### src/source/eeprom_pkg.sv
`default_nettype none

package eeprom_pkg;

    localparam int ADDR_W = 11;        // 2 KB array
    localparam int DATA_W = 8;

    // CLK cycles per quarter of an SCL period
    localparam int SCL_QUARTER = 4;
    localparam int QCNT_W      = $clog2(SCL_QUARTER);

    localparam logic [3:0] DEV_CODE = 4'b1010;   // control byte prefix

    typedef enum logic [1:0] {
        START = 2'd0,
        STOP  = 2'd1,
        WRITE = 2'd2,
        READ  = 2'd3
    } byte_op_t;

    typedef struct packed {
        logic              valid;
        byte_op_t          op;
        logic [DATA_W-1:0] data;
        logic              nack_last;   // master NACKs the read byte
    } byte_cmd_t;

    typedef struct packed {
        logic              done;
        logic              nack;
        logic [DATA_W-1:0] data;
    } byte_rsp_t;

    typedef struct packed {
        logic              cyc;
        logic              stb;
        logic              we;
        logic [ADDR_W-1:0] adr;
        logic [DATA_W-1:0] dat;
    } wb_req_t;

    typedef struct packed {
        logic              ack;
        logic              err;
        logic [DATA_W-1:0] dat;
    } wb_rsp_t;

endpackage

`default_nettype wire

### src/source/eeprom_ctrl.sv
`timescale 1ns/1ns
`default_nettype none

module eeprom_ctrl
    import eeprom_pkg::*;
(
    input  wire logic    CLK,
    input  wire logic    RESET,
    input  wire wb_req_t wb_req,
    output wb_rsp_t      wb_rsp,
    output logic         scl,
    output logic         sda_oe,
    input  wire logic    sda_in
);

    byte_cmd_t byte_cmd;
    byte_rsp_t byte_rsp;

    // transaction level
    eeprom_sequencer u_sequencer (
        .CLK      (CLK),
        .RESET    (RESET),
        .wb_req   (wb_req),
        .wb_rsp   (wb_rsp),
        .byte_cmd (byte_cmd),
        .byte_rsp (byte_rsp)
    );

    // bit level, open drain sda
    i2c_byte_engine u_byte_engine (
        .CLK      (CLK),
        .RESET    (RESET),
        .byte_cmd (byte_cmd),
        .byte_rsp (byte_rsp),
        .scl      (scl),
        .sda_oe   (sda_oe),
        .sda_in   (sda_in)
    );

endmodule

`default_nettype wire

### src/source/eeprom_sequencer.sv
`timescale 1ns/1ns
`default_nettype none

module eeprom_sequencer
    import eeprom_pkg::*;
(
    input  wire logic      CLK,
    input  wire logic      RESET,
    input  wire wb_req_t   wb_req,
    output wb_rsp_t        wb_rsp,
    output byte_cmd_t      byte_cmd,
    input  wire byte_rsp_t byte_rsp
);

    typedef enum logic [9:0] {
        S_IDLE     = 10'b00_0000_0001,
        S_START    = 10'b00_0000_0010,
        S_CTRL_WR  = 10'b00_0000_0100,
        S_ADDR     = 10'b00_0000_1000,
        S_DATA_WR  = 10'b00_0001_0000,
        S_RD_START = 10'b00_0010_0000,
        S_CTRL_RD  = 10'b00_0100_0000,
        S_DATA_RD  = 10'b00_1000_0000,
        S_STOP     = 10'b01_0000_0000,
        S_DONE     = 10'b10_0000_0000
    } state_t;

    state_t            state;
    logic              armed;       // stb seen low since last accept
    logic              nack_seen;
    logic              ack_q;
    logic              err_q;

    logic [ADDR_W-1:0] adr_q;
    logic [DATA_W-1:0] dat_q;
    logic              we_q;
    logic [DATA_W-1:0] rd_q;

    logic              req;
    logic [DATA_W-1:0] ctrl_wr;
    logic [DATA_W-1:0] ctrl_rd;

    assign req     = wb_req.cyc && wb_req.stb && armed;
    assign ctrl_wr = {DEV_CODE, adr_q[ADDR_W-1:DATA_W], 1'b0};   // page bits in control byte
    assign ctrl_rd = {DEV_CODE, adr_q[ADDR_W-1:DATA_W], 1'b1};

    function automatic byte_cmd_t mk_cmd(input byte_op_t op, input logic [DATA_W-1:0] data,
                                         input logic nack_last);
        byte_cmd_t c;
        c.valid     = 1'b1;
        c.op        = op;
        c.data      = data;
        c.nack_last = nack_last;
        return c;
    endfunction

    always_ff @(posedge CLK)
    begin
        if (RESET)
        begin
            state     <= S_IDLE;
            armed     <= 1'b0;
            nack_seen <= 1'b0;
            ack_q     <= 1'b0;
            err_q     <= 1'b0;
            byte_cmd  <= '0;
        end
        else
        begin
            byte_cmd.valid <= 1'b0;
            ack_q          <= 1'b0;
            err_q          <= 1'b0;
            if (!wb_req.stb)
                armed <= 1'b1;

            if (byte_rsp.done && byte_rsp.nack)
            begin
                // device refused a byte, close the bus
                nack_seen <= 1'b1;
                byte_cmd  <= mk_cmd(STOP, '0, 1'b0);
                state     <= S_STOP;
            end
            else
            begin
                case (state)
                    S_IDLE:
                        if (req)
                        begin
                            armed     <= 1'b0;
                            nack_seen <= 1'b0;
                            byte_cmd  <= mk_cmd(START, '0, 1'b0);
                            state     <= S_START;
                        end
                    S_START:
                        if (byte_rsp.done)
                        begin
                            byte_cmd <= mk_cmd(WRITE, ctrl_wr, 1'b0);
                            state    <= S_CTRL_WR;
                        end
                    S_CTRL_WR:
                        if (byte_rsp.done)
                        begin
                            byte_cmd <= mk_cmd(WRITE, adr_q[DATA_W-1:0], 1'b0);
                            state    <= S_ADDR;
                        end
                    S_ADDR:
                        if (byte_rsp.done)
                        begin
                            if (we_q)
                            begin
                                byte_cmd <= mk_cmd(WRITE, dat_q, 1'b0);
                                state    <= S_DATA_WR;
                            end
                            else
                            begin
                                byte_cmd <= mk_cmd(START, '0, 1'b0);   // repeated start
                                state    <= S_RD_START;
                            end
                        end
                    S_RD_START:
                        if (byte_rsp.done)
                        begin
                            byte_cmd <= mk_cmd(WRITE, ctrl_rd, 1'b0);
                            state    <= S_CTRL_RD;
                        end
                    S_CTRL_RD:
                        if (byte_rsp.done)
                        begin
                            byte_cmd <= mk_cmd(READ, '0, 1'b1);   // single byte, NACK it
                            state    <= S_DATA_RD;
                        end
                    S_DATA_WR, S_DATA_RD:
                        if (byte_rsp.done)
                        begin
                            byte_cmd <= mk_cmd(STOP, '0, 1'b0);
                            state    <= S_STOP;
                        end
                    S_STOP:
                        if (byte_rsp.done)
                        begin
                            ack_q <= !nack_seen;
                            err_q <= nack_seen;
                            state <= S_DONE;
                        end
                    S_DONE:
                        state <= S_IDLE;
                    default:
                        state <= S_IDLE;
                endcase
            end
        end
    end

    always_ff @(posedge CLK)
    begin
        if (state == S_IDLE && req)
        begin
            adr_q <= wb_req.adr;
            dat_q <= wb_req.dat;
            we_q  <= wb_req.we;
        end
        if (state == S_DATA_RD && byte_rsp.done)
            rd_q <= byte_rsp.data;
    end

    assign wb_rsp.ack = ack_q;
    assign wb_rsp.err = err_q;
    assign wb_rsp.dat = rd_q;

endmodule

`default_nettype wire

### src/source/i2c_byte_engine.sv
`timescale 1ns/1ns
`default_nettype none

module i2c_byte_engine
    import eeprom_pkg::*;
(
    input  wire logic      CLK,
    input  wire logic      RESET,
    input  wire byte_cmd_t byte_cmd,
    output byte_rsp_t      byte_rsp,
    output logic           scl,
    output logic           sda_oe,
    input  wire logic      sda_in
);

    logic              busy;
    logic [1:0]        phase;      // 0,1 scl low / 2,3 scl high
    logic [QCNT_W-1:0] q_cnt;
    logic [3:0]        bit_cnt;    // 0..7 data, 8 ack slot
    logic              nack_q;

    byte_op_t          op_q;
    logic              nack_last_q;
    logic [DATA_W-1:0] shreg;

    logic              q_end;
    logic              ack_slot;
    logic              last_bit;
    logic              sda_next;

    assign q_end    = (q_cnt == QCNT_W'(SCL_QUARTER - 1));
    assign ack_slot = (bit_cnt == 4'(DATA_W));
    assign last_bit = (op_q == START) || (op_q == STOP) || ack_slot;

    // level driven in the second low quarter
    always_comb
    begin
        case (op_q)
            START:   sda_next = 1'b0;     // release first, repeated start needs SDA high
            STOP:    sda_next = 1'b1;     // hold low, released while scl high
            WRITE:   sda_next = ack_slot ? 1'b0 : ~shreg[DATA_W-1];
            default: sda_next = ack_slot ? ~nack_last_q : 1'b0;
        endcase
    end

    always_ff @(posedge CLK)
    begin
        if (RESET)
        begin
            busy    <= 1'b0;
            phase   <= 2'd0;
            q_cnt   <= '0;
            bit_cnt <= '0;
            nack_q  <= 1'b0;
            scl     <= 1'b1;
            sda_oe  <= 1'b0;
        end
        else if (!busy)
        begin
            if (byte_cmd.valid)
            begin
                busy    <= 1'b1;
                phase   <= 2'd0;
                q_cnt   <= '0;
                bit_cnt <= '0;
                nack_q  <= 1'b0;
                scl     <= 1'b0;
            end
        end
        else if (!q_end)
        begin
            q_cnt <= q_cnt + 1'b1;
        end
        else
        begin
            q_cnt <= '0;
            phase <= phase + 2'd1;
            case (phase)
                2'd0:
                begin
                    sda_oe <= sda_next;   // scl already low for a quarter
                end
                2'd1:
                begin
                    scl <= 1'b1;
                end
                2'd2:
                begin
                    // middle of scl high
                    if (op_q == START)
                        sda_oe <= 1'b1;   // start condition
                    else if (op_q == STOP)
                        sda_oe <= 1'b0;   // stop condition
                    else if (op_q == WRITE && ack_slot)
                        nack_q <= sda_in;
                end
                default:
                begin
                    if (last_bit)
                    begin
                        busy <= 1'b0;     // scl stays high until next op
                    end
                    else
                    begin
                        bit_cnt <= bit_cnt + 4'd1;
                        scl     <= 1'b0;
                    end
                end
            endcase
        end
    end

    // operation payload
    always_ff @(posedge CLK)
    begin
        if (!busy && byte_cmd.valid)
        begin
            op_q        <= byte_cmd.op;
            nack_last_q <= byte_cmd.nack_last;
            shreg       <= byte_cmd.data;
        end
        else if (busy && q_end && phase == 2'd2 && !ack_slot
                 && (op_q == WRITE || op_q == READ))
        begin
            // msb first both ways
            shreg <= {shreg[DATA_W-2:0], (op_q == READ) ? sda_in : 1'b0};
        end
    end

    assign byte_rsp.done = busy && q_end && (phase == 2'd3) && last_bit;
    assign byte_rsp.nack = nack_q;
    assign byte_rsp.data = shreg;

endmodule

`default_nettype wire

### config.mk
export PLATFORM = sky130hd
export DESIGN_NAME = eeprom_ctrl
export DESIGN_NICKNAME = d
export VERILOG_FILES = /design/src/source/eeprom_pkg.sv /design/src/source/eeprom_ctrl.sv /design/src/source/eeprom_sequencer.sv /design/src/source/i2c_byte_engine.sv
export SDC_FILE = /design/constraint.sdc
export NUM_CORES = 1
export LEC_CHECK = 0
export ABC_AREA = 0
export BUFFER_PORTS_ARGS = -buffer_cell sky130_fd_sc_hd__buf_2
export CORE_MARGIN = 2
export CORE_UTILIZATION = 54
export CTS_BUF_LIST = sky130_fd_sc_hd__clkbuf_4
export DETAILED_ROUTE_END_ITERATION = 16
export PLACE_DENSITY_LB_ADDON = 0.3
export SETUP_SLACK_MARGIN = 0.4
export SYNTH_ARGS = -nofsm -noshare
export SYNTH_HDL_FRONTEND = slang
export SYNTH_SLANG_ARGS = --single-unit
### constraint.sdc
create_clock -name CLK -period 3 [get_ports CLK]
set_clock_uncertainty 0.15 [all_clocks]
set_input_delay 0.3 -clock CLK [delete_from_list [all_inputs] [get_ports CLK]]
set_output_delay 0.3 -clock CLK [all_outputs]
set_load 0.01 [all_outputs]
# After elaboration in Yosys (flattened, before gate mapping)
# Index checks and enable logic that the tools add are counted.
[totals] regBits=77
[classes] n_reduce_logical=43 n_eq_ne=43 bitwise_logic=4 n_mux=63 addsub=3
[op_table] op="two-way mux 12 bit" count=8
[op_table] op="one-hot mux 12 bit (7 select lines)" count=1
[op_table] op="two-way mux 10 bit" count=8
[op_table] op="one-hot mux 10 bit (8 select lines)" count=1
[op_table] op="AND reduction 8 bit" count=4
[op_table] op="two-way mux 1 bit" count=27
[op_table] op="!= test 3 x 1 -> 1 bit (second input constant)" count=9
[op_table] op="two-way mux 4 bit" count=5
[op_table] op="two-way mux 8 bit" count=2
[op_table] op="!= test 2 x 1 -> 1 bit (second input constant)" count=8
[op_table] op="!= test 2 bit (second input constant)" count=8
[op_table] op="logical AND 1 bit" count=13
[op_table] op="AND reduction 4 bit" count=3
[op_table] op="two-way mux 11 bit" count=1
[op_table] op="== test 10 x 1 -> 1 bit (second input constant)" count=1
[op_table] op="== test 10 x 2 -> 1 bit (second input constant)" count=1
[op_table] op="== test 10 x 3 -> 1 bit (second input constant)" count=1
[op_table] op="== test 10 x 4 -> 1 bit (second input constant)" count=1
[op_table] op="== test 10 x 5 -> 1 bit (second input constant)" count=1
[op_table] op="== test 10 x 6 -> 1 bit (second input constant)" count=1
[op_table] op="== test 10 x 7 -> 1 bit (second input constant)" count=1
[op_table] op="== test 10 x 8 -> 1 bit (second input constant)" count=1
[op_table] op="== test 10 x 9 -> 1 bit (second input constant)" count=1
[op_table] op="== test 2 bit (second input constant)" count=5
[op_table] op="other kinds (22)" count=44

# Depth between registers and ports, before layout
[depth] depth_word=8 depth_mapped=10

# Cells and area by module
# From an unflattened synthesis, not the netlist that was laid out.
[unflattened] hier_cells=320 hier_area_um2=3429.5
[by_module_without_submodules] mod="eeprom_sequencer" cells_each=198 n_inst=1 area_each_um2=2259.7
[by_module_without_submodules] mod="i2c_byte_engine" cells_each=122 n_inst=1 area_each_um2=1169.9

# Least setup slack after synthesis
# No wires, ideal clock.
[synth_timing] path_kind="reg2reg" start="reg u_sequencer.state[6]" end="reg u_sequencer.adr_q[0] (enable)" slack_ns=-0.032 required_time_ns=2.424 stages_incl_launch_ff=4 arrival_ns=2.456 setup_ns=0.426 period_less_slack_ns=3.032 cell_sequence="dfxtp_1 -> nor4_4 -> nand2_2 -> nor3_1"
[synth_via] elab_chain_len=2
[synth_lines] item="from (decl)" line_no="eeprom_sequencer.sv:28" source="state_t state;"
[synth_lines] item="from (signal assigned)" line_no="eeprom_sequencer.sv:61" source="state <= S_IDLE;"
[synth_lines] item="from (signal assigned)" line_no="eeprom_sequencer.sv:81" source="state <= S_STOP;"
[synth_lines] item="from (signal assigned)" line_no="eeprom_sequencer.sv:92" source="state <= S_START;"
[synth_lines] item="== test 10 x 1 -> 1 bit" line_no="eeprom_sequencer.sv:156" source="if (state == S_IDLE && req)"
[synth_lines] item="logical AND 1 bit" line_no="eeprom_sequencer.sv:156"
[synth_lines] item="to (signal assigned)" line_no="eeprom_sequencer.sv:158" source="adr_q <= wb_req.adr;"
[synth_lines] item="to (decl)" line_no="eeprom_sequencer.sv:34" source="logic [ADDR_W-1:0] adr_q;"
# Every way passes these cells.
# A chain may end at the register's enable or synchronous reset.

# Final worst setup path
[layout_timing] start="reg u_byte_engine.bit_cnt[0]" end="reg, netlist name u_sequencer.byte_cmd[3]"
[layout_via] elab_chain_len=5 word_cells_on_any_way=12 classes_between="7 x eq/ne; 5 x reduce/logical"
[layout_lines] item="from (decl)" line_no="i2c_byte_engine.sv:19" source="logic [3:0] bit_cnt;"
[layout_lines] item="from (signal assigned)" line_no="i2c_byte_engine.sv:105" source="bit_cnt <= bit_cnt + 4'd1;"
[layout_lines] item="== test 4 bit *" line_no="i2c_byte_engine.sv:32" source="assign ack_slot = (bit_cnt == 4'(DATA_W));"
[layout_lines] item="logical OR 1 bit *" line_no="i2c_byte_engine.sv:33" source="assign last_bit = (op_q == START) || (op_q == STOP) || ack_slot;"
[layout_lines] item="logical AND 1 bit *" line_no="i2c_byte_engine.sv:130" source="assign byte_rsp.done = busy && q_end && (phase == 2'd3) && last_bit;"
[layout_lines] item="!= test 2 x 1 -> 1 bit (no line) or logical AND 1 bit (tied branches)"
[layout_lines] item="AND reduction 8 bit (no line) or OR reduction 2 bit (tied branches)"
# Every way passes the cells marked *; elsewhere a longest branch is shown, timed or not.

==> out/results.env <==
FINAL.PERIOD_UTILIZATION_PCT=80.6
ROUTE.DETAILED.VIAS_PER_INST=5.79
POSTSYNTHAREAPERCELL_UM2=10.7
SYN-NUM-NETS=353
HIGHEST_CLOCK_RATE_MHz=414
POWER_LEAKAGE_nW=1.52
FIRSTDRTPASSITERS=5
DIE_AREA_UM2=6980
POSTSYNTHCELLCOUNT=320
WORST-ENDPOINT-ARRIVAL_NS=2.59
CTS_SINKS=77
DIE_H_UM=83.6
CRIT_PATH_MAX_FANOUT=8
FINAL_CORE_UTILIZATION_PCT=66.7
FINAL-HOLD-VIOLATION-COUNT=0
PLACEMENT_ROWS=28
NUMBER_OF_DRC_VIOLATIONS_AFTER_DETAILED_ROUTING=0
POWER_REPORT.INTERNAL_TOTAL_mW=1.76
SHARE_CLK_OF_TOTAL_POWER_PCT=29.3
STATUS='complete, no violations'
PLACEMENT.SETUP.WORST_SLACK_NS=0.470
POWER.COMBINATIONAL.FRACTION_PCT=20.0
SYNTH.YOSYS.WARNINGS=0
CTS_SETUP_BUFFERS=0
SYNTH_AREA_UM2=3420
CTS_ROOT_BUFFER='clkbuf_4'
CTS-ROOT-TO-SINK-BUFFERS=2
CTS_BUFFERS=9
POSTSYNTH.ASYNCRESETSHARE_PCT=0
NETS=407
TOT_GR_TRACK_USE_PCT=20.7
HTREE_NUM_LEVELS=3
LAYOUT_COMMONEST_CELL='edfxtp_1'
SETUP_TNS_NS=0
IO_PINS=37
P_SEQ_SHARE_PCT=50.7
GRT_MAX_DEGREE=21
POST_DRT_WL_PER_CELL_UM=15.3
DIE_WIDTH_UM=83.6
NETSWITCHINGFRACTION_PCT=30.5
NETLIST.AREA_LEADER.SHARE_PCT=34.3
CRITICALPATHCATEGORY='flop to flop'
FIN_CRIT_NS=2.42
SWITCHINGPOWER_mW=0.770
GRT_FIRST_PASS_WIRELENGTH_UM=11500
DESIGN.CORE.AREA_UM2=6030
MIN_PATH_TYPE='input pin to flop'
CRITICAL_PATH.ENDPOINT_TYPE='flop'
REGISTER_AREA_SHARE_AFTER_SYNTHESIS_PCT=56.5
LAYOUT.CELLS.MOST_COMMON_LIST='39 x edfxtp_1, 38 x nand2_1, 38 x dfxtp_1'
DP_HPWL_UM=4530
REG2REG_SLACK_NS=0.58
FINAL-SETUP-VIOL-COUNT=0
P_PER_AREA_nW_PER_UM2=629
GRT_PASS1_VIAS=2482
DR_TOTAL_VIAS=2628
DRT_ITER0_DRC=155
ANTENNA_FOUND_INITIAL=0
REMAINING_GLOBAL_ROUTE_OVERFLOW=0
ANTENNA_CELLS_INSERTED=0
DETAIL-ROUTE-ANTENNA-NETS=0
DRIVE_GT1_SHARE_PCT=17.7
PLACE.PORT_BUFFERS=36
CTS_TREE='built'
DRV_CAP=0
CRITICAL_PATH_REQUIRED_NS=3.17
SYNTH.FF_LATCH_COUNT=77
FINAL.HOLD.WORST_SLACK_NS=0.109
SYNTH_ENABLE_FLOP_CELLS=39
YOSYS-TOP-CELLS-AREA='edfxtp_1 34%, dfxtp_1 22%, nand2_1 4.2%, ha_1 2.9%, nor2_1 2.6%'
AREA_DELTA_SYNTH_FINAL_PCT=17.5
MAIN_FLOP_TYPE_AFTER_SYNTHESIS='edfxtp_1'
TIMING.SLEW.HEADROOM_PCT=64.2
SYNTH_LARGEST_AREA_CELL='edfxtp_1'
POWER.IR.VDD_WORST_mV=0.521
RSZ_0062_RAISED_AFTER_GLOBAL_ROUTING='false'
SYNTH_CELL_TYPE_COUNT=53
SLEW_VIOLATIONS=0
PLACE.GP.CONGESTION=0.965
CLOCK_LATENCY_ON_THE_WORST_SKEW_PAIR_NS=0.42
WORSTMARGINPINSLEW_NS=0.536
SETUP.WORST_PATH.START_CLASS='flop'
LEAST_SETUP_SLACK_ACROSS_ALL_PATHS_AFTER_LAYOUT_NS=0.582
CLKSLEWWORSTSETUPHOLDPATHS_NS=0.13
DRT-TOTAL-WL_UM=6950
FLOORPLAN.INITIALDENSITY_PCT=56.7
==> final cells by class <==
cell class / count / area (µm²)
flip-flops and latches: 77 / 1930
clock inverters: 6 / 95.1
clock buffers: 10 / 75.1
fillers: 460 / 2010
repair buffers: 62 / 430
multi-input cells: 214 / 1350
well taps: 75 / 93.8
inverters: 10 / 37.5
==> what timing repair did <==
item,CTS,global route
hold buffers,22,0
setup endpoints to repair,0,8
endpoints found under the hold margin,22,0
resized for setup,0,2
==> per-layer routing <==
layer / track usage [%] / share of wire, % / wire length, µm
met2: 33.7 / 48 / 3360
met1: 26.0 / 44 / 3040
met4: 10.6 / 2.7 / 186
met5: 0 / 0 / 0
met3: 4.45 / 5.3 / 368
==> path summary, 6_finish.rpt <==
check	from	endpoint	depth (start not counted)
max reg2reg	u_byte_engine.bit_cnt[0]$_SDFFE_PP0P_	u_sequencer.byte_cmd[3]$_SDFFE_PP0P_	8
max	u_byte_engine.bit_cnt[0]$_SDFFE_PP0P_	u_sequencer.byte_cmd[3]$_SDFFE_PP0P_	8
min	RESET	u_byte_engine.phase[1]$_SDFFE_PP0P_	2
min reg2reg	u_sequencer.nack_seen$_SDFFE_PP0P_	u_sequencer.ack_q$_SDFF_PP0_	1
==> power groups by stage <==
| stage | sequential, mW | combinational [mW] | clock (mW) |
|---|---|---|---|
| after CTS | 1.28 | 0.505 | 0.749 |
| after detailed placement | 1.30 | 0.480 | 0 |
| after floorplan | 1.27 | 0.404 | 0 |
| after global routing | 1.29 | 0.575 | 0.789 |
| after global placement | 1.30 | 0.473 | 0 |
| final | 1.28 | 0.505 | 0.742 |
==> logic make-up after synthesis <==
| group | Yosys count | synth area share [%] |
|---|---|---|
| buf+inv | 29 | 4.28 |
| compound gates | 73 | 15.6 |
| mux | 1 | 0.293 |
| xor+xnor | 6 | 1.54 |
| fa+ha+maj | 8 | 2.93 |
| flops | 77 | 56.5 |
| simple gates | 126 | 18.9 |
==> critical path, cell delays in order (launching register included) <==
cell	delay (ns)
dfxtp_1	0.41
inv_1	0.08
ha_1	0.20
nand3b_1	0.22
nand2_1	0.16
nand3_1	0.36
nor2_2	0.18
a222oi_1	0.44
o2bb2ai_1	0.12
==> sequential cells by signal (all words and copies together) (netlist names) <==
name and cells:
u_sequencer.byte_cmd 12, u_sequencer.adr_q 11, u_sequencer.state 10, u_byte_engine.shreg 8, u_sequencer.dat_q 8, u_sequencer.rd_q 8
u_byte_engine.bit_cnt 4, u_byte_engine.op_q 2, u_byte_engine.phase 2, u_byte_engine.q_cnt 2, u_byte_engine.busy 1, u_byte_engine.nack_last_q 1
u_byte_engine.nack_q 1, u_byte_engine.scl 1, u_byte_engine.sda_oe 1, u_sequencer.ack_q 1, u_sequencer.armed 1, u_sequencer.err_q 1
u_sequencer.nack_seen 1, u_sequencer.we_q 1
==> stage by stage <==
step	power, mW	instance area [µm²]	instances
3_5_place_dp	1.78	3620	416
3_3_place_gp	1.77	3620	416
6_report	2.53	4020	454
4_1_cts	2.53	4010	454
5_1_grt	2.65	4020	454
2_1_floorplan	1.67	3420	320
==> cell usage after synthesis, types with 3 or more instances <==
library cell,n
a221oi_1,4
buf_6,3
edfxtp_1,39
buf_2,4
a21oi_1,17
o21ai_0,11
xor2_1,6
nor2_1,24
a211o_1,3
nor2b_1,3
clkbuf_1,8
inv_1,10
nor3_1,10
dfxtp_1,38
o2bb2ai_1,10
nand4_1,4
ha_1,8
a22oi_1,3
nand2b_1,8
nand2_1,38
nor4_1,5
and2_1,3
a222oi_1,3
a21oi_2,3
nand3_1,15
nand3b_1,4
a31oi_1,4
Power figures use the tool's default switching activity.
